## src/hw/msx_cart_pkg.sv

```systemverilog
`default_nettype none

package msx_cart_pkg;

    localparam int SLOT_A_LSB   = 17;
    localparam int SLOT_B_LSB   = 29;
    localparam int HOST_CREDITS = 2;
    localparam int MEM_CREDITS  = 4;
    localparam int RSP_DEPTH    = 8;

    localparam int HOST_AW = $clog2(HOST_CREDITS);
    localparam int HOST_CW = $clog2(HOST_CREDITS + 1);
    localparam int MEM_CW  = $clog2(MEM_CREDITS + 1);
    localparam int RSP_AW  = $clog2(RSP_DEPTH);
    localparam int RSP_CW  = $clog2(RSP_DEPTH + 1);

    typedef logic [63:0] status_t;
    typedef logic [15:0] cpu_addr_t;
    typedef logic [7:0]  cpu_data_t;
    typedef logic [20:0] rom_addr_t;
    typedef logic [7:0]  bank_t;

    typedef logic [HOST_AW-1:0] host_ptr_t;
    typedef logic [HOST_CW-1:0] host_cnt_t;
    typedef logic [MEM_CW-1:0]  mem_cnt_t;
    typedef logic [RSP_AW-1:0]  rsp_ptr_t;
    typedef logic [RSP_CW-1:0]  rsp_cnt_t;

    localparam rom_addr_t SLOT_SPAN = rom_addr_t'(2 ** 20); // slot 2 starts at 1 MB.
    localparam cpu_data_t OPEN_BUS  = 8'hFF;

    typedef enum logic [2:0] {
        CART_ROM     = 3'd0,
        CART_SCC     = 3'd1,
        CART_ASCII8  = 3'd2,
        CART_ASCII16 = 3'd3,
        CART_FDC     = 3'd4,
        CART_EMPTY   = 3'd5
    } cart_typ_t;

    typedef struct packed {
        logic      wr;
        logic      slot;    // 0 is slot 1, 1 is slot 2.
        cpu_addr_t addr;
        cpu_data_t data;
    } host_req_t;

    typedef struct packed {
        rom_addr_t addr;
    } mem_req_t;

    typedef struct packed {
        cart_typ_t typ_b;
        cart_typ_t typ_a;
    } slot_cfg_t;

    typedef struct packed {
        cpu_data_t data;
    } host_rsp_t;

endpackage

`default_nettype wire

```

## src/hw/bank_mapper.sv

```systemverilog
`default_nettype none

module bank_mapper (
    input  wire                     clk,
    input  wire                     rst,
    input  wire                     reload,
    input  msx_cart_pkg::cart_typ_t typ,
    input  wire                     map_wr,
    input  msx_cart_pkg::cpu_addr_t map_addr,
    input  msx_cart_pkg::cpu_data_t map_data,
    input  msx_cart_pkg::cpu_addr_t rd_addr,
    output msx_cart_pkg::rom_addr_t rom_offset
);

    msx_cart_pkg::bank_t bank [4];
    logic                wr_en;
    logic [1:0]          wr_sel;
    logic [1:0]          idx8;
    logic [1:0]          idx16;

    always_comb begin
        wr_en  = 1'b0;
        wr_sel = 2'd0;
        case (typ)
            msx_cart_pkg::CART_SCC: begin
                case (map_addr[15:11])
                    5'b01010: begin
                        wr_en  = 1'b1;
                        wr_sel = 2'd0;
                    end
                    5'b01110: begin
                        wr_en  = 1'b1;
                        wr_sel = 2'd1;
                    end
                    5'b10010: begin
                        wr_en  = 1'b1;
                        wr_sel = 2'd2;
                    end
                    5'b10110: begin
                        wr_en  = 1'b1;
                        wr_sel = 2'd3;
                    end
                    default:  wr_en = 1'b0;
                endcase
            end
            msx_cart_pkg::CART_ASCII8: begin
                wr_en  = map_addr[15:13] == 3'b011;   // 6000h to 7FFFh.
                wr_sel = map_addr[12:11];
            end
            msx_cart_pkg::CART_ASCII16: begin
                wr_en  = map_addr[15:11] == 5'b01100 || map_addr[15:11] == 5'b01110;
                wr_sel = {1'b0, map_addr[12]};
            end
            default: wr_en = 1'b0;
        endcase
    end

    always_ff @(posedge clk) begin
        if (rst || reload) begin
            for (int i = 0; i < 4; i++) begin
                bank[i] <= msx_cart_pkg::bank_t'(i);
            end
        end else if (map_wr && wr_en) begin
            bank[wr_sel] <= map_data;
        end
    end

    // 8K pages start at 4000h, so page 2 of the address selects bank 0.
    assign idx8  = 2'(rd_addr[15:13] - 3'd2);
    assign idx16 = rd_addr[15:14] - 2'd1;

    always_comb begin
        case (typ)
            msx_cart_pkg::CART_SCC, msx_cart_pkg::CART_ASCII8: begin
                rom_offset = msx_cart_pkg::rom_addr_t'({bank[idx8][6:0], rd_addr[12:0]});
            end
            msx_cart_pkg::CART_ASCII16: begin
                rom_offset = msx_cart_pkg::rom_addr_t'({bank[idx16][5:0], rd_addr[13:0]});
            end
            default: begin
                rom_offset = msx_cart_pkg::rom_addr_t'(rd_addr - 16'h4000);
            end
        endcase
    end

    // the slot controller holds bank writes while a new type is taking over.
    a_no_wr_on_type_change: assert property (@(posedge clk) disable iff (rst)
        (reload && typ != $past(typ)) |-> !map_wr)
        else $error("bank write during reload with a changed cartridge type");

endmodule

`default_nettype wire

```

## src/hw/cart_config.sv

```systemverilog
`default_nettype none

module cart_config (
    input  wire                     clk,
    input  wire                     rst,
    input  msx_cart_pkg::status_t   status,
    input  wire                     disable_fdc,
    output msx_cart_pkg::slot_cfg_t slot_cfg,
    output logic                    rom_a_load_hide,
    output logic                    rom_b_load_hide,
    output logic                    reload
);

    logic [3:0]              sel_a;
    logic [3:0]              sel_b;
    msx_cart_pkg::slot_cfg_t last_cfg;

    assign sel_a = status[msx_cart_pkg::SLOT_A_LSB +: 4];
    assign sel_b = status[msx_cart_pkg::SLOT_B_LSB +: 4];

    always_comb begin
        case (sel_a)
            4'd0:    slot_cfg.typ_a = msx_cart_pkg::CART_ROM;
            4'd1:    slot_cfg.typ_a = msx_cart_pkg::CART_SCC;
            4'd2:    slot_cfg.typ_a = msx_cart_pkg::CART_ASCII8;
            4'd3:    slot_cfg.typ_a = msx_cart_pkg::CART_ASCII16;
            default: slot_cfg.typ_a = msx_cart_pkg::CART_EMPTY;
        endcase
    end

    // slot 2 defaults to the disk interface unless the menu turns it off.
    always_comb begin
        case (sel_b)
            4'd0: begin
                if (disable_fdc) begin
                    slot_cfg.typ_b = msx_cart_pkg::CART_EMPTY;
                end else begin
                    slot_cfg.typ_b = msx_cart_pkg::CART_FDC;
                end
            end
            4'd1:    slot_cfg.typ_b = msx_cart_pkg::CART_ROM;
            4'd2:    slot_cfg.typ_b = msx_cart_pkg::CART_SCC;
            4'd3:    slot_cfg.typ_b = msx_cart_pkg::CART_ASCII8;
            4'd4:    slot_cfg.typ_b = msx_cart_pkg::CART_ASCII16;
            default: slot_cfg.typ_b = msx_cart_pkg::CART_EMPTY;
        endcase
    end

    assign rom_a_load_hide = slot_cfg.typ_a != msx_cart_pkg::CART_ROM;
    assign rom_b_load_hide = slot_cfg.typ_b != msx_cart_pkg::CART_ROM;

    // the copy follows during reset, so no pulse fires when reset drops.
    always_ff @(posedge clk) begin
        if (rst || reload) begin
            last_cfg <= slot_cfg;
        end
    end

    assign reload = !rst && (slot_cfg != last_cfg); // one cycle, the copy catches up.

endmodule

`default_nettype wire

```

## src/hw/msx_cart_top.sv

```systemverilog
`default_nettype none

module msx_cart_top (
    input  wire                     clk,
    input  wire                     rst,
    input  msx_cart_pkg::status_t   status,
    input  wire                     disable_fdc,
    input  wire                     host_req_valid,
    input  msx_cart_pkg::host_req_t host_req,
    output logic                    host_credit,
    output logic                    rsp_valid,
    output msx_cart_pkg::host_rsp_t rsp,
    input  wire                     rsp_ready,
    output logic                    mem_req_valid,
    output msx_cart_pkg::mem_req_t  mem_req,
    input  wire                     mem_credit,
    input  wire                     mem_rsp_valid,
    input  msx_cart_pkg::cpu_data_t mem_rsp_data,
    output logic                    rom_a_load_hide,
    output logic                    rom_b_load_hide,
    output logic                    reload
);

    msx_cart_pkg::slot_cfg_t slot_cfg;
    msx_cart_pkg::cpu_addr_t map_addr;
    msx_cart_pkg::cpu_data_t map_data;
    msx_cart_pkg::rom_addr_t rom_offset_a;
    msx_cart_pkg::rom_addr_t rom_offset_b;
    msx_cart_pkg::cpu_data_t rsv_data;
    logic                    map_wr_a;
    logic                    map_wr_b;
    logic                    rsv_valid;
    logic                    rsv_imm;
    logic                    rsv_space;

    cart_config i_cart_config (
        .clk, .rst, .status, .disable_fdc, .slot_cfg,
        .rom_a_load_hide, .rom_b_load_hide, .reload
    );

    slot_ctrl i_slot_ctrl (
        .clk, .rst, .host_req_valid, .host_req, .host_credit, .slot_cfg, .reload,
        .map_wr_a, .map_wr_b, .map_addr, .map_data, .rom_offset_a, .rom_offset_b,
        .mem_req_valid, .mem_req, .mem_credit, .rsv_valid, .rsv_imm, .rsv_data, .rsv_space
    );

    // both mappers translate the address at the head of the intake.
    bank_mapper i_mapper_a (
        .clk, .rst, .reload, .typ(slot_cfg.typ_a), .map_wr(map_wr_a),
        .map_addr, .map_data, .rd_addr(map_addr), .rom_offset(rom_offset_a)
    );

    bank_mapper i_mapper_b (
        .clk, .rst, .reload, .typ(slot_cfg.typ_b), .map_wr(map_wr_b),
        .map_addr, .map_data, .rd_addr(map_addr), .rom_offset(rom_offset_b)
    );

    resp_buffer i_resp_buffer (
        .clk, .rst, .rsv_valid, .rsv_imm, .rsv_data, .rsv_space,
        .mem_rsp_valid, .mem_rsp_data, .rsp_valid, .rsp, .rsp_ready
    );

endmodule

`default_nettype wire

```

## src/hw/resp_buffer.sv

```systemverilog
`default_nettype none

module resp_buffer (
    input  wire                     clk,
    input  wire                     rst,
    input  wire                     rsv_valid,
    input  wire                     rsv_imm,
    input  msx_cart_pkg::cpu_data_t rsv_data,
    output logic                    rsv_space,
    input  wire                     mem_rsp_valid,
    input  msx_cart_pkg::cpu_data_t mem_rsp_data,
    output logic                    rsp_valid,
    output msx_cart_pkg::host_rsp_t rsp,
    input  wire                     rsp_ready
);

    msx_cart_pkg::cpu_data_t         data [msx_cart_pkg::RSP_DEPTH];
    logic [msx_cart_pkg::RSP_DEPTH-1:0] filled;
    msx_cart_pkg::rsp_ptr_t          rsv_ptr;
    msx_cart_pkg::rsp_ptr_t          fill_ptr;
    msx_cart_pkg::rsp_ptr_t          fill_idx;
    msx_cart_pkg::rsp_ptr_t          head_ptr;
    msx_cart_pkg::rsp_cnt_t          count;
    logic                            fill_found;
    logic                            pop;

    // oldest entry still waiting for memory data, searched from the fill pointer.
    always_comb begin
        fill_found = 1'b0;
        fill_idx   = fill_ptr;
        for (int i = 0; i < msx_cart_pkg::RSP_DEPTH; i++) begin
            if (!fill_found && !filled[msx_cart_pkg::rsp_ptr_t'(fill_ptr + i)]) begin
                fill_found = 1'b1;
                fill_idx   = msx_cart_pkg::rsp_ptr_t'(fill_ptr + i);
            end
        end
    end

    assign rsv_space = count < msx_cart_pkg::rsp_cnt_t'(msx_cart_pkg::RSP_DEPTH);
    assign rsp_valid = count != '0 && filled[head_ptr];
    assign rsp.data  = data[head_ptr];
    assign pop       = rsp_valid && rsp_ready;

    always_ff @(posedge clk) begin
        if (rsv_valid && rsv_imm) begin
            data[rsv_ptr] <= rsv_data;
        end
        if (mem_rsp_valid) begin
            data[fill_idx] <= mem_rsp_data;
        end
    end

    // free entries stay marked filled, so the search only finds pending ones.
    always_ff @(posedge clk) begin
        if (rst) begin
            filled   <= '1;
            rsv_ptr  <= '0;
            fill_ptr <= '0;
            head_ptr <= '0;
            count    <= '0;
        end else begin
            if (rsv_valid) begin
                filled[rsv_ptr] <= rsv_imm;
                rsv_ptr         <= rsv_ptr + 1'b1;
            end
            if (mem_rsp_valid) begin
                filled[fill_idx] <= 1'b1;
                fill_ptr         <= fill_idx + 1'b1;
            end
            if (pop) begin
                head_ptr <= head_ptr + 1'b1;
            end
            count <= count + msx_cart_pkg::rsp_cnt_t'(rsv_valid) - msx_cart_pkg::rsp_cnt_t'(pop);
        end
    end

    a_no_orphan_rsp: assert property (@(posedge clk) disable iff (rst)
        mem_rsp_valid |-> fill_found)
        else $error("memory response with no pending entry");

endmodule

`default_nettype wire

```

## src/hw/slot_ctrl.sv

```systemverilog
`default_nettype none

module slot_ctrl (
    input  wire                     clk,
    input  wire                     rst,
    input  wire                     host_req_valid,
    input  msx_cart_pkg::host_req_t host_req,
    output logic                    host_credit,
    input  msx_cart_pkg::slot_cfg_t slot_cfg,
    input  wire                     reload,
    output logic                    map_wr_a,
    output logic                    map_wr_b,
    output msx_cart_pkg::cpu_addr_t map_addr,
    output msx_cart_pkg::cpu_data_t map_data,
    input  msx_cart_pkg::rom_addr_t rom_offset_a,
    input  msx_cart_pkg::rom_addr_t rom_offset_b,
    output logic                    mem_req_valid,
    output msx_cart_pkg::mem_req_t  mem_req,
    input  wire                     mem_credit,
    output logic                    rsv_valid,
    output logic                    rsv_imm,
    output msx_cart_pkg::cpu_data_t rsv_data,
    input  wire                     rsv_space
);

    typedef enum logic {
        IDLE,
        ISSUE
    } state_t;

    msx_cart_pkg::host_req_t fifo [msx_cart_pkg::HOST_CREDITS];
    msx_cart_pkg::host_ptr_t wr_ptr;
    msx_cart_pkg::host_ptr_t rd_ptr;
    msx_cart_pkg::host_cnt_t fifo_cnt;
    msx_cart_pkg::host_cnt_t fifo_cnt_next;
    msx_cart_pkg::mem_cnt_t  mem_cnt;
    msx_cart_pkg::host_req_t head;
    msx_cart_pkg::cart_typ_t head_typ;
    msx_cart_pkg::rom_addr_t head_offset;
    state_t                  state;
    logic                    in_window;
    logic                    imm;
    logic                    do_write;
    logic                    do_read;
    logic                    pop;

    always_ff @(posedge clk) begin
        if (host_req_valid) begin
            fifo[wr_ptr] <= host_req;
        end
    end

    assign head        = fifo[rd_ptr];
    assign head_typ    = head.slot ? slot_cfg.typ_b : slot_cfg.typ_a;
    assign head_offset = head.slot ? rom_offset_b : rom_offset_a;
    assign in_window   = head.addr[15:14] == 2'b01 || head.addr[15:14] == 2'b10;
    assign imm         = !in_window || head_typ == msx_cart_pkg::CART_EMPTY;

    // writes wait out the reload cycle so the mappers see the new type first.
    assign do_write = state == ISSUE && head.wr && !reload;
    assign do_read  = state == ISSUE && !head.wr && rsv_space && (imm || mem_cnt != '0);
    assign pop      = do_write || do_read;

    assign host_credit = pop;
    assign map_addr    = head.addr;
    assign map_data    = head.data;
    assign map_wr_a    = do_write && !head.slot;
    assign map_wr_b    = do_write && head.slot;

    assign mem_req_valid = do_read && !imm;
    assign mem_req.addr  = (head.slot ? msx_cart_pkg::SLOT_SPAN : '0) + head_offset;

    assign rsv_valid = do_read;
    assign rsv_imm   = imm;
    assign rsv_data  = msx_cart_pkg::OPEN_BUS;

    assign fifo_cnt_next = fifo_cnt + msx_cart_pkg::host_cnt_t'(host_req_valid)
                         - msx_cart_pkg::host_cnt_t'(pop);

    always_ff @(posedge clk) begin
        if (rst) begin
            wr_ptr   <= '0;
            rd_ptr   <= '0;
            fifo_cnt <= '0;
            state    <= IDLE;
        end else begin
            if (host_req_valid) begin
                wr_ptr <= wr_ptr + 1'b1;
            end
            if (pop) begin
                rd_ptr <= rd_ptr + 1'b1;
            end
            fifo_cnt <= fifo_cnt_next;
            state    <= (fifo_cnt_next != '0) ? ISSUE : IDLE; // head seen the cycle after.
        end
    end

    always_ff @(posedge clk) begin
        if (rst) begin
            mem_cnt <= msx_cart_pkg::mem_cnt_t'(msx_cart_pkg::MEM_CREDITS);
        end else begin
            mem_cnt <= mem_cnt - msx_cart_pkg::mem_cnt_t'(mem_req_valid)
                     + msx_cart_pkg::mem_cnt_t'(mem_credit);
        end
    end

    a_mem_credit_bound: assert property (@(posedge clk) disable iff (rst)
        mem_cnt <= msx_cart_pkg::mem_cnt_t'(msx_cart_pkg::MEM_CREDITS))
        else $error("memory credit count above its limit");

    a_intake_overflow: assert property (@(posedge clk) disable iff (rst)
        host_req_valid |-> (fifo_cnt < msx_cart_pkg::host_cnt_t'(msx_cart_pkg::HOST_CREDITS)
                            || pop))
        else $error("host request into a full intake");

endmodule

`default_nettype wire

```

## config.mk

```make
export PLATFORM = sky130hd
export DESIGN_NAME = msx_cart_top
export DESIGN_NICKNAME = d
export VERILOG_FILES = /design/src/hw/msx_cart_pkg.sv /design/src/hw/bank_mapper.sv /design/src/hw/cart_config.sv /design/src/hw/msx_cart_top.sv /design/src/hw/resp_buffer.sv /design/src/hw/slot_ctrl.sv
export SDC_FILE = /design/constraint.sdc
export NUM_CORES = 1
export LEC_CHECK = 0
export BUFFER_PORTS_ARGS = -buffer_cell sky130_fd_sc_hd__buf_2
export CORE_UTILIZATION = 60
export CTS_CLUSTER_SIZE = 10
export DETAILED_ROUTE_END_ITERATION = 10
export GPL_TIMING_DRIVEN = 0
export PLACE_DENSITY = 0.87
export SLEW_MARGIN = 30
export SYNTH_ARGS = -nofsm -noshare
export SYNTH_HDL_FRONTEND = slang
export SYNTH_SLANG_ARGS = --single-unit
```

## constraint.sdc

```tcl
create_clock -name clk -period 6.9 [get_ports clk]
set_input_delay 1.38 -clock clk [delete_from_list [all_inputs] [get_ports clk]]
set_output_delay 1.38 -clock clk [all_outputs]
set_load 0.05 [all_outputs]
```

* After elaboration in Yosys (flattened, before gate mapping) *
Memory sizes are Yosys's and may differ from the RTL's. A register that Yosys moved wholly into a read port is not among the register bits.
Index checks and enable logic that the tools add are counted.

operators by class
  shifts and indexed selects = 0
  $add $sub $neg = 22
  multiplexer cells = 79
  eq/ne operators = 23
  $mul = 0
  bitwise logic cells = 1
  order comparisons = 14
  reduce and logical (&&, ||, !) cells = 60
  divide/modulo/power cells = 0

operators with widths
  cell                                                  number
  one-hot mux 21 bit (2 select lines)                   2
  < comparator 3 x 4 -> 1 bit (second input constant)   11
  2-to-1 mux 21 bit                                     2
  2-to-1 mux 8 bit                                      5
  2-to-1 mux 1 bit                                      39
  2-to-1 mux 3 bit                                      10
  binary-select mux 1 bit (select 3 bit)                9
  logical AND 1 bit                                     23
  adder 21 bit                                          1
  logical NOT 1 bit                                     19
  one-hot mux 2 bit (3 select lines)                    3
  subtractor 16 x 15 -> 17 bit (second input constant)  1
  == test 4 x 2 -> 1 bit (second input constant)        4
  OR reduction 8 bit                                    2
  == test 3 x 2 -> 1 bit (second input constant)        5
  == test 5 x 4 -> 1 bit (second input constant)        3
  one-hot mux 3 bit (5 select lines)                    1
  adder 3 x 1 -> 3 bit (second input constant)          4
  adder 3 bit (second input constant)                   4
  one-hot mux 3 bit (4 select lines)                    1
  == test 5 bit (second input constant)                 2
  nonzero test 3 bit                                    3
  bitwise mux 8 bit                                     1
  == test 4 x 1 -> 1 bit (second input constant)        2
  28 further kinds                                      42

word-level totals
  memories kept = 4
  register bits = 35
  word-level logic and storage cells = 215
  memory bits (read-only) = 0
  latch bits = 0
  RAM bits = 180

memory list
  name                depth  width  read ports  clocked after memory_dff  wr ports  line               source
  i_resp_buffer.data  8      8      1           1                         2         resp_buffer.sv:17  msx_cart_pkg::cpu_data_t data [msx_cart_pkg::RSP_DEPTH];
  i_slot_ctrl.fifo    2      26     1           1                         1         slot_ctrl.sv:31    msx_cart_pkg::host_req_t fifo [msx_cart_pkg::HOST_CREDITS];
  i_mapper_a.bank     4      8      2           0                         4         bank_mapper.sv:15  msx_cart_pkg::bank_t bank [4];
  i_mapper_b.bank     4      8      2           0                         4         bank_mapper.sv:15

* Logic depth before layout (Yosys ltp) *
Gate-level depths: netlist of the first run.

  word-level depth = 30
  gate-level depth with buffers = 18
  gate-level depth less buffers = 15

* Modules after synthesis *
Synthesis of the first run repeated with hierarchy kept, for this count alone.

unflattened totals
  cell total of the unflattened synthesis = 966
  area, all modules = 12401.9 um^2

modules (own cells, without submodules)
  module                     sequential area each (um^2)  instances  cells an instance  area each (um^2)
  resp_buffer                2402.3                       1          425                5515.3
  slot_ctrl                  1741.7                       1          177                2751.4
  bank_mapper at i_mapper_b  840.8                        1          162                1850.5
  bank_mapper at i_mapper_a  840.8                        1          158                1844.3
  cart_config                180.2                        1          44                 440.4

* Least setup slack after synthesis of the first run *
No wires, ideal clock.

  kind = input-to-output
  from = in status[32]
  to = out host_credit
  data arrival time = 3632 ps
  path buffers = 1
  path slack = 1888 ps
  stages = 7
  path through = buf_2 > or2_2 > or3_1 > a2bb2oi_1 > a31oi_1 > or2_2 > nand2_1

RTL lines
  element                                         line                source
  start: declaration                              msx_cart_top.sv:6   input msx_cart_pkg::status_t status,
  == test 4 x 3 -> 1 bit (tied with other cells)  cart_config.sv:33   case (sel_b)
  one-hot mux 3 bit (5 select lines) (*)          cart_config.sv:33
  inequality test 6 bit (*)                       cart_config.sv:59   assign reload = !rst && (slot_cfg != last_cfg);
  logical AND 1 bit (*)                           cart_config.sv:59
  named net reload                                msx_cart_top.sv:21  output logic reload
  logical NOT 1 bit (*)                           slot_ctrl.sv:60     assign do_write = state == ISSUE && head.wr && !reload;
  logical AND 1 bit (*)                           slot_ctrl.sv:60
  logical OR 1 bit (*)                            slot_ctrl.sv:62     assign pop = do_write || do_read;
  end: declaration                                msx_cart_top.sv:10  output logic host_credit,

The timed path passes the listed nets; every way through them passes the cells marked *.

==> impl_metrics.py, run 1 <==
metrics = {
    "synthesis": {
        "synth_area_um2": 11330,
        "ys_async_sr_fraction": 0,
        "synth_cell_types": 76,
        "yosys.area.top_type_share": 0.4663,
        "ys_warn_count": 0,
        "synth-edff-count": 176,
        "synth_top_area_cell": "edfxtp_1",
        "yosysSeqAreaShare": 0.5246,
        "syn_inst": 919,
        "synth-seq-cells": 209,
        "syn_area_per_cell_um2": 12.33,
        "synth_area_leaders": "edfxtp_1 47%, mux4_2 11%, dfxtp_1 5.8%, nand3b_1 3.4%, mux2i_1 3.2%",
        "synth_ff_type": "edfxtp_1",
        "synthesis.nets": 1041,
    },
    "hold_path": {
        "hp-start": "i_slot_ctrl.rd_ptr$_SDFFE_PP0N_",
        "holdCritPathClass": "reg2reg",
        "hold_depth": 2,
    },
    "cells_and_area": {
        "layout_common_cells": "176 x edfxtp_1, 95 x buf_2, 83 x nor2_1",
        "final_nets": 1147,
        "mostFrequentLayoutCell": "edfxtp_1",
        "area_growth_pct": 12.35,
        "drive_above_1_share": 0.2312,
        "final_cell_area_um2": 12730,
        "utilization": 0.6993,
    },
    "timing": {
        "rsz0062_at_grt": "no",
        "slew_headroom": 0.3864,
        "setup_tns_ns": 0,
        "fin_crit_ns": 6.484,
        "hold_viol_final": 0,
        "fmax_mhz": 154.2,
        "finalSetupViolCount": 0,
        "fin_skew_ns": 0.01060,
        "slew_violations": 0,
        "final.period_utilization": 0.9397,
        "worst_pin_slew_ns": 0.9105,
    },
    "routing": {
        "drt-total-wl_um": 26920,
        "detail-route-antenna-nets": 0,
        "num_vias": 8276,
        "viasPerCell": 6.527,
        "detail_route.wl_per_cell_um": 21.23,
        "drt_iter0_markers": 906,
        "firstDrtPassIters": 5,
        "post-route-drc-count": 0,
    },
    "clock_network": {
        "hold_buffers": 0,
        "post_cts_buffers": 0,
        "clock_latency_ns": 0.50,
        "cts.sink_count": 209,
        "clock_path_buffers": 3,
        "htreeDepth": 1,
        "cts_tree": "built",
        "cts_root_buf": "clkbuf_16",
        "clk_pin_slew_worst_paths_ns": 0.06,
        "cts_resized": 0,
        "cts_buffers": 25,
    },
    "global_routing": {
        "gr-usage-met2": 0.4631,
        "antenna_found_initial": 1,
        "grt_use_total": 0.2811,
        "grt-ovfl-total": 0,
        "grt_start_max_net_pins": 26,
        "top_usage_layer": "met2",
        "grt_pass1_wl_um": 42770,
        "grt_pass1_vias": 8099,
        "met1_usage": 0.3812,
        "use_met3": 0.05058,
    },
    "power": {
        "p_leak_nw": 4.502,
        "p_per_area_nw_per_um2": 338.0,
        "max-vdd-ir-drop_mv": 0.2902,
        "finalPower_mw": 4.304,
    },
    "die": {
        "core_area_um2": 18210,
        "std_cell_rows": 49,
        "die_w_um": 139.4,
        "num_io_pins": 140,
        "die-area_um2": 19440,
        "start_util": 0.6224,
        "die-height_um": 139.4,
    },
    "place": {
        "place.port_buffers": 78,
        "globalplace.congestion": 0.9280,
        "hpwlAfterDp_um": 18610,
        "place_area_um2": 12050,
    },
    "critical_path": {
        "cp_common_cell": "clkbuf_1",
        "max_stage_delay_ns": 0.57,
        "required_ns": 5.52,
        "crit_fanout": 10,
        "critPathBufInv": 6,
        "path_delay_family": "buffers and inverters",
        "r2r_slack_ns": 1.63,
        "arrival_ns": 5.10,
        "worstRegToRegCells": 15,
        "critPathKind": "reg2out",
        "r2r-start": "i_slot_ctrl.fifo[1][22]$_DFFE_PP_",
        "crit_path_start_kind": "flop",
        "cp_slowest_cell": "clkbuf_1",
        "timing.rr.end": "i_slot_ctrl.state$_SDFF_PP0_",
        "end_kind": "primary output",
        "path_cells": "mux2_2, clkinv_1, clkbuf_1, clkbuf_1, ha_1, inv_1, clkbuf_1, mux4_2, a221oi_1, o21a_1, a21oi_1, buf_2",
    },
    "job": {
        "cap_viol_max_count": 0,
    },
    "status": {
        "status": "finished, final reports clean",
    },
}
## flip-flops by register name, indices dropped and copies added (netlist names), 2 cells and up, named ones only
name / flops
i_slot_ctrl.fifo: 50
i_resp_buffer.fill_ptr: 3
i_resp_buffer.count: 4
i_resp_buffer.data: 64
i_slot_ctrl.fifo_cnt: 2
i_mapper_a.bank: 28
i_resp_buffer.head_ptr: 3
i_mapper_b.bank: 28
i_resp_buffer.rsv_ptr: 3
i_cart_config.last_cfg: 6
i_resp_buffer.filled: 8
i_slot_ctrl.mem_cnt: 3
## area by class of cell
class                   instances  area (µm²)
diodes                          1       2.502
plain buffers                  66       304.0
clock buffers                  39       678.2
clock inverters                 1       7.507
fillers                      1205        5475
inverters                      38       142.6
multi-input cells             606        4961
flip-flops and latches        209        5946
well taps                     229       286.5
repair buffers                 79       405.4
## through the flow
stage                     hold WS [ns]  cells  setup slack (ns)
final                           0.5446   1268            0.4162
after CTS                       0.5411   1267            0.6348
after floorplan                 0.4813    919             1.888
after global placement          0.4977   1226             1.199
after global routing            0.6117   1267            0.3605
after detailed placement        0.5169   1227             1.163
## worst reg2reg max path: cells and delay by family (launching register included)
kind                     cells  cell delay [ns]
flip-flops                   1             0.39
buffers and inverters        5             1.56
AND/OR/NAND/NOR              3             0.72
multiplexers                 1             0.42
AO/OA/AOI/OAI                3             1.18
adder cells (fa/ha/maj)      3             0.90
## synthesized netlist by cell type, drive strengths merged (6+ instances only)
library cell and count:
nor2 84, ha 15, a21oi 29, o22ai 8, nand3 13, or2 6
mux2 29, nand2b 13, mux2i 38, and2 6, nor3 15, buf 30
nand2 66, mux4 53, o21ai 22, nor2b 10, and3 8, clkbuf 36
edfxtp 176, xnor2 13, inv 35, or3 21, dfxtp 33, nand3b 52
xor2 9, a21o 9, a31oi 13
## kinds of logic after synthesis
group,count (synthesis),share of synthesized area
buf+inv,104,0.03941
simple gates,308,0.1422
compound gates,139,0.08766
flops,209,0.5246
xor+xnor,22,0.01766
mux,120,0.1684
fa+ha+maj,17,0.02009
## layer usage
metal	part of all wire	up-vias
li1	-	3696
met1	0.39	4004
met2	0.48	500
met3	0.10	74
met4	0.027	2
met5	0.00048	-
## worst max path at each step
stage / startpoint / to / slack [ns] / depth (start not counted)
global route: i_slot_ctrl.fifo[0][22]$_DFFE_PP_ / mem_req[15] / 0.36 / 12
finish: i_slot_ctrl.fifo[1][22]$_DFFE_PP_ / mem_req[15] / 0.42 / 12
global placement: flop / mem_req[15] / 1.20 / 12
floorplan: status[32] / host_credit / 1.89 / 7
detailed placement: flop / mem_req[15] / 1.16 / 12
CTS: flop / mem_req[15] / 0.63 / 12
## power by group
part | leakage, nW | internal, mW | switching, mW
clock network | 0.325 | 0.665 | 0.464
logic | 2.14 | 0.559 | 1.06
registers | 2.04 | 1.50 | 0.0549
Note: power is estimated with default switching activity, not from simulation.
==> inputs of run 2 (changes only) <==
- CORE_MARGIN: not set -> 3
- CORE_UTILIZATION: 60 -> 53
- PLACE_DENSITY: 0.87 -> 0.82
- RECOVER_POWER: not set -> 50
- clock period: 6.9 -> 5.4 ns (I/O delays scaled with it)
==> run 2 against run 1 <==
Compared with the run above: the flow now finishes with violations (capacitance limit, slew limit); wire length up 0.75%; register-to-register slack worse by 1.1 ns; clock power up 35%; via count down 0.68%; critical path depth down 1; largest power group unchanged.
==> impl_metrics.py, run 2 (synthesis gave the netlist of run 1 again) <==
metrics = {
    "power": {
        "p_per_area_nw_per_um2": 435.9,
        "p_sw_mw": 2.040,
        "p_leak_nw": 4.465,
        "p_int_mw": 3.532,
        "max-vdd-ir-drop_mv": 0.3872,
        "finalPower_mw": 5.572,
        "combPwrFrac": 0.371,
        "pwr-share-clk": 0.272,
        "switching_share": 0.3662,
        "seq_power_share": 0.357,
    },
    "routing": {
        "drt_iter0_markers": 777,
        "detail-route-antenna-nets": 0,
        "detail_route.wl_per_cell_um": 20.67,
        "post-route-drc-count": 0,
        "num_vias": 8220,
        "drt-total-wl_um": 27120,
        "viasPerCell": 6.265,
        "firstDrtPassIters": 5,
    },
    "clock_network": {
        "clock_latency_ns": 0.51,
        "cts_buffers": 25,
        "cts_root_buf": "clkbuf_16",
        "cts.sink_count": 209,
        "htreeDepth": 1,
        "cts_tree": "built",
        "clock_path_buffers": 3,
        "clk_pin_slew_worst_paths_ns": 0.06,
    },
    "cells_and_area": {
        "mostFrequentLayoutCell": "edfxtp_1",
        "stdcell_count": 1312,
        "final_nets": 1146,
        "diodes": 0,
        "drive_above_1_share": 0.2083,
        "largest_reg_flops": 64,
        "layout_common_cells": "176 x edfxtp_1, 84 x nor2_1, 75 x buf_2",
        "regMostFlops": "i_resp_buffer.data",
        "reg.largest.list": "i_resp_buffer.data x64, i_slot_ctrl.fifo x50",
        "area_growth_pct": 12.80,
    },
    "global_routing": {
        "grt_start_max_net_pins": 26,
        "grt-ovfl-total": 0,
        "grt_use_total": 0.2302,
        "grt_pass1_vias": 8319,
        "grt_pass1_wl_um": 43560,
        "antenna_found_initial": 2,
    },
    "critical_path": {
        "required_ns": 4.32,
        "arrival_ns": 4.19,
        "crit_fanout": 19,
        "cp_common_cell": "clkbuf_2",
        "max_stage_delay_ns": 0.45,
        "cp_slowest_cell": "mux2_2",
        "critPathKind": "reg2out",
        "end_kind": "primary output",
        "critPathBufInv": 5,
        "path_delay_family": "buffers and inverters",
        "crit_path_start_kind": "flop",
        "path_cells": "mux2_2, clkinvlp_4, clkbuf_2, ha_1, inv_1, clkbuf_2, mux4_2, a221oi_1, o21a_1, a21oi_1, buf_2",
    },
    "job": {
        "cap_viol_max_count": 2,
    },
    "timing": {
        "finalSetupViolCount": 0,
        "fin_skew_ns": 0.01235,
        "slew_headroom": -0.1221,
        "hold_viol_final": 0,
        "final.period_utilization": 0.9763,
        "rsz0062_at_grt": "no",
        "slew_violations": 34,
        "fin_crit_ns": 5.272,
        "worst_pin_slew_ns": 1.661,
        "fmax_mhz": 189.7,
    },
    "status": {
        "status": "finished with violations",
        "violations": "capacitance limit, slew limit",
    },
    "die": {
        "start_util": 0.5495,
        "die-area_um2": 23170,
        "die-height_um": 152.2,
        "core_area_um2": 20620,
        "num_io_pins": 140,
        "std_cell_rows": 52,
        "die_w_um": 152.2,
    },
    "place": {
        "dp_cells": 1268,
        "place.port_buffers": 78,
        "hpwlAfterDp_um": 19140,
        "globalplace.congestion": 0.9449,
    },
    "hold_path": {
        "holdCritPathClass": "reg2reg",
    },
}
==> run 2: changes by cell type in the layout (fill, tap and decap cells not counted), moves of 2 or more <==
cell      delta
a21oi_1      +2
a21oi_2      -2
and2_0       +3
and2_1       -2
buf_1        -2
buf_2       -20
clkbuf_1    +24
o41ai_2      -2
==> run 2: metrics by stage <==
stage / hold slack [ns] / TNS, ns / instance area, µm² / setup slack [ns] / utilization
after floorplan: 0.4813 / 0 / 11330 / 0.7034 / -
after global placement: 0.4960 / -0.02008 / 12060 / -0.02008 / 0.5848
after detailed placement: 0.5096 / -0.05762 / 12110 / -0.05762 / 0.5871
after CTS: 0.5220 / 0 / 12840 / 0.03224 / 0.6226
after global routing: 0.5698 / 0 / 12780 / 0.006635 / 0.6198
final: 0.5149 / 0 / 12780 / 0.1280 / 0.6198
==> run 2: cell type report <==
class / instances / area [µm²]
clock inverter: 1 / 5.005
clock buffer: 44 / 728.2
sequential: 209 / 5946
multi-input combinational: 606 / 4950
buffer: 65 / 297.8
tap: 270 / 337.8
inverter: 38 / 146.4
fill: 1554 / 7841
timing repair buffer: 79 / 372.9
==> run 2: layer usage <==
metal,GRT usage,share of wire,up-vias
li1,-,-,3698
met1,0.3059,0.40,4023
met2,0.3836,0.48,446
met3,0.05709,0.099,49
met4,0.05822,0.021,4
met5,0,0.00077,-
==> run 2: worst paths after layout <==
check        cells after the start  slack (ns)                                   start                                endpoint
max                             11        0.13                                    flop                             mem_req[15]
min                              2        0.51         i_slot_ctrl.rd_ptr$_SDFFE_PP0N_         i_slot_ctrl.rd_ptr$_SDFFE_PP0N_
min reg2reg                      2        0.51         i_slot_ctrl.rd_ptr$_SDFFE_PP0N_         i_slot_ctrl.rd_ptr$_SDFFE_PP0N_
max reg2reg                     14        0.51  i_resp_buffer.fill_ptr[0]$_SDFFE_PP0P_  i_resp_buffer.data[4][6]$_SDFFCE_PN1P_
==> run 2: repair_timing <==
action / in CTS / in global routing
cloned: 0 / 0
endpoints found under the hold margin: 0 / 0
resized for setup: 2 / 3
hold buffers: 0 / 0
buffers inserted: 0 / 0
endpoints found under the setup margin: 7 / 4
==> run 2: power groups by stage <==
stage / Sequential [mW] / Combinational (mW) / Clock, mW
after floorplan: 1.99 / 1.56 / 0
after global placement: 2.01 / 2.00 / 0
after detailed placement: 2.02 / 2.05 / 0
after CTS: 1.99 / 2.06 / 1.53
after global routing: 2.00 / 2.22 / 1.59
final: 1.99 / 2.07 / 1.52
==> run 2: worst min-delay path, cell delays in order (launching register included) <==
cell and delay (ns):
dfxtp_1 0.32, xnor2_1 0.08, nor2_1 0.08
==> inputs of run 3 (changes only) <==
==> constraint.sdc (replaced) <==
create_clock -name clk -period 5.4 [get_ports clk]
set_input_delay 1.62 -clock clk [delete_from_list [all_inputs] [get_ports clk]]
set_output_delay 1.62 -clock clk [all_outputs]
set_load 0.05 [all_outputs]
==> run 3 against run 2 <==
Compared with the run above: the run still ends with capacitance limit, slew limit left; critical endpoint unchanged; sequential share of layout area down 0.33 points; utilization is 0.44 points higher; power grew 1.1%; sequential cell count is the same; largest power group unchanged; largest cell class unchanged.
==> impl_metrics.py, run 3 (synthesis gave the netlist of run 1 again) <==
metrics = {
    "critical_path": {
        "critPathBufInv": 6,
        "cp.depth": 12,
        "crit_fanout": 10,
        "max_stage_delay_ns": 0.40,
        "path_cells": "mux2_4, inv_4, clkbuf_8, clkbuf_4, ha_1, inv_2, clkbuf_8, mux4_2, a221oi_2, o21a_1, a21oi_1, buf_2",
        "cp_slowest_cell": "mux2_4",
        "required_ns": 3.78,
        "end_kind": "primary output",
        "cp_common_cell": "clkbuf_8",
        "path_delay_family": "buffers and inverters",
        "critPathKind": "reg2out",
        "worstRegToRegCells": 14,
        "crit_path_start_kind": "flop",
        "arrival_ns": 3.68,
    },
    "global_routing": {
        "antenna_found_initial": 1,
        "grt_pass1_wl_um": 44370,
        "grt-ovfl-total": 0,
        "grt_start_max_net_pins": 26,
        "grt_use_total": 0.2351,
        "grt_pass1_vias": 8226,
    },
    "cells_and_area": {
        "area_growth_pct": 13.60,
        "reg.largest.list": "i_resp_buffer.data x64, i_slot_ctrl.fifo x50",
        "diodes": 0,
        "multi_input_area_um2": 4994,
        "layout_common_cells": "176 x edfxtp_1, 83 x nor2_1, 75 x clkbuf_1",
        "stdcell_count": 1313,
        "largest_reg_flops": 64,
        "regMostFlops": "i_resp_buffer.data",
        "final_nets": 1146,
        "final_cell_area_um2": 12870,
        "drive_above_1_share": 0.2157,
        "mostFrequentLayoutCell": "edfxtp_1",
        "seq_area_um2": 5946,
        "fill_cells": 1546,
    },
    "power": {
        "pwr-share-clk": 0.275,
        "p_leak_nw": 4.492,
        "p_sw_mw": 2.072,
        "finalPower_mw": 5.634,
        "p_per_area_nw_per_um2": 437.6,
        "switching_share": 0.3678,
        "max-vdd-ir-drop_mv": 0.3563,
        "p_int_mw": 3.562,
        "seq_power_share": 0.354,
        "combPwrFrac": 0.371,
    },
    "die": {
        "die-area_um2": 23170,
        "start_util": 0.5495,
        "core_area_um2": 20620,
        "die_w_um": 152.2,
        "num_io_pins": 140,
        "std_cell_rows": 52,
        "die-height_um": 152.2,
    },
    "place": {
        "place.port_buffers": 78,
        "hpwlAfterDp_um": 19450,
        "dp_cells": 1268,
        "globalplace.congestion": 0.9607,
        "place_area_um2": 12120,
    },
    "job": {
        "cap_viol_max_count": 2,
    },
    "routing": {
        "num_vias": 8266,
        "detail_route.wl_per_cell_um": 21.15,
        "post-route-drc-count": 0,
        "drt_iter0_markers": 873,
        "drt-total-wl_um": 27770,
        "detail-route-antenna-nets": 0,
        "viasPerCell": 6.296,
        "firstDrtPassIters": 6,
    },
    "timing": {
        "fmax_mhz": 188.8,
        "fin_skew_ns": 0.02117,
        "rsz0062_at_grt": "no",
        "slew_headroom": -0.1080,
        "hold_viol_final": 0,
        "worst_pin_slew_ns": 1.661,
        "finalSetupViolCount": 0,
        "final.period_utilization": 0.9811,
        "fin_crit_ns": 5.298,
        "slew_violations": 34,
        "whs_ns": 0.5594,
    },
    "clock_network": {
        "clock_latency_ns": 0.53,
        "cts_tree": "built",
        "cts_buffers": 25,
        "hold_buffers": 0,
        "htreeDepth": 1,
        "cts_root_buf": "clkbuf_16",
        "clock_path_buffers": 3,
        "cts.sink_count": 209,
        "clk_pin_slew_worst_paths_ns": 0.06,
    },
    "hold_path": {
        "holdCritPathClass": "reg2reg",
        "hold_depth": 2,
    },
    "status": {
        "status": "finished with violations",
        "violations": "capacitance limit, slew limit",
    },
}
[run 3: changes by cell type in the layout (fill, tap and decap cells not counted), sizes merged]
cell / delta
buf: -7
clkinvlp: -1
inv: +2
clkbuf: +7
[run 3: final timing paths]
kind	from	end	slack, ns
worst max-delay path	flop	mem_req[15]	0.10
worst min-delay path	i_slot_ctrl.rd_ptr$_SDFFE_PP0N_	flop	0.56
worst max register to register	i_resp_buffer.fill_ptr[0]$_SDFFE_PP0P_	i_resp_buffer.data[4][5]$_SDFFCE_PN1P_	0.41
worst min register to register	i_slot_ctrl.rd_ptr$_SDFFE_PP0N_	flop	0.56
[run 3: power groups by stage]
stage | Clock [mW] | Sequential [mW] | Combinational (mW)
after floorplan | 0 | 1.99 | 1.56
after global placement | 0 | 2.01 | 2.00
after detailed placement | 0 | 2.02 | 2.05
after CTS | 1.56 | 1.99 | 2.10
after global routing | 1.63 | 2.01 | 2.25
final | 1.55 | 1.99 | 2.09
[run 3: metrics by stage]
stage,util,setup WS [ns],setup TNS (ns)
after floorplan,-,0.04708,0
after global placement,0.5851,-0.5577,-2.127
after detailed placement,0.5874,-0.6462,-2.653
after CTS,0.6271,0.04744,0
after global routing,0.6242,0.002566,0
final,0.6242,0.1021,0
[run 3: cell type report]
type,instances,share of cell area
timing repair buffer,80,0.02886
sequential,209,0.4618
multi-input combinational,606,0.3879
clock buffer,44,0.05724
clock inverter,2,0.001944
inverter,38,0.01137
tap,270,0.02624
buffer,64,0.02468
[run 3: timing repair]
action,4_1_cts,5_1_grt
resized for setup,15,6
endpoints found under the setup margin,8,6
setup buffers,1,0
pin swaps,1,1
endpoints found under the hold margin,0,0
[run 3: per-layer routing]
metal | part of all wire | track usage | vias up
met4 | 0.022 | 0.05950 | 2
met2 | 0.49 | 0.3895 | 470
met3 | 0.10 | 0.04942 | 61
met1 | 0.39 | 0.3202 | 4033
met5 | 0.00025 | 0 | -
li1 | - | - | 3700
[run 3: worst min-delay path, cell delays in order (launching register included)]
cell and delay, ns:
dfxtp_1 0.34, xnor2_1 0.10, nor2_1 0.08
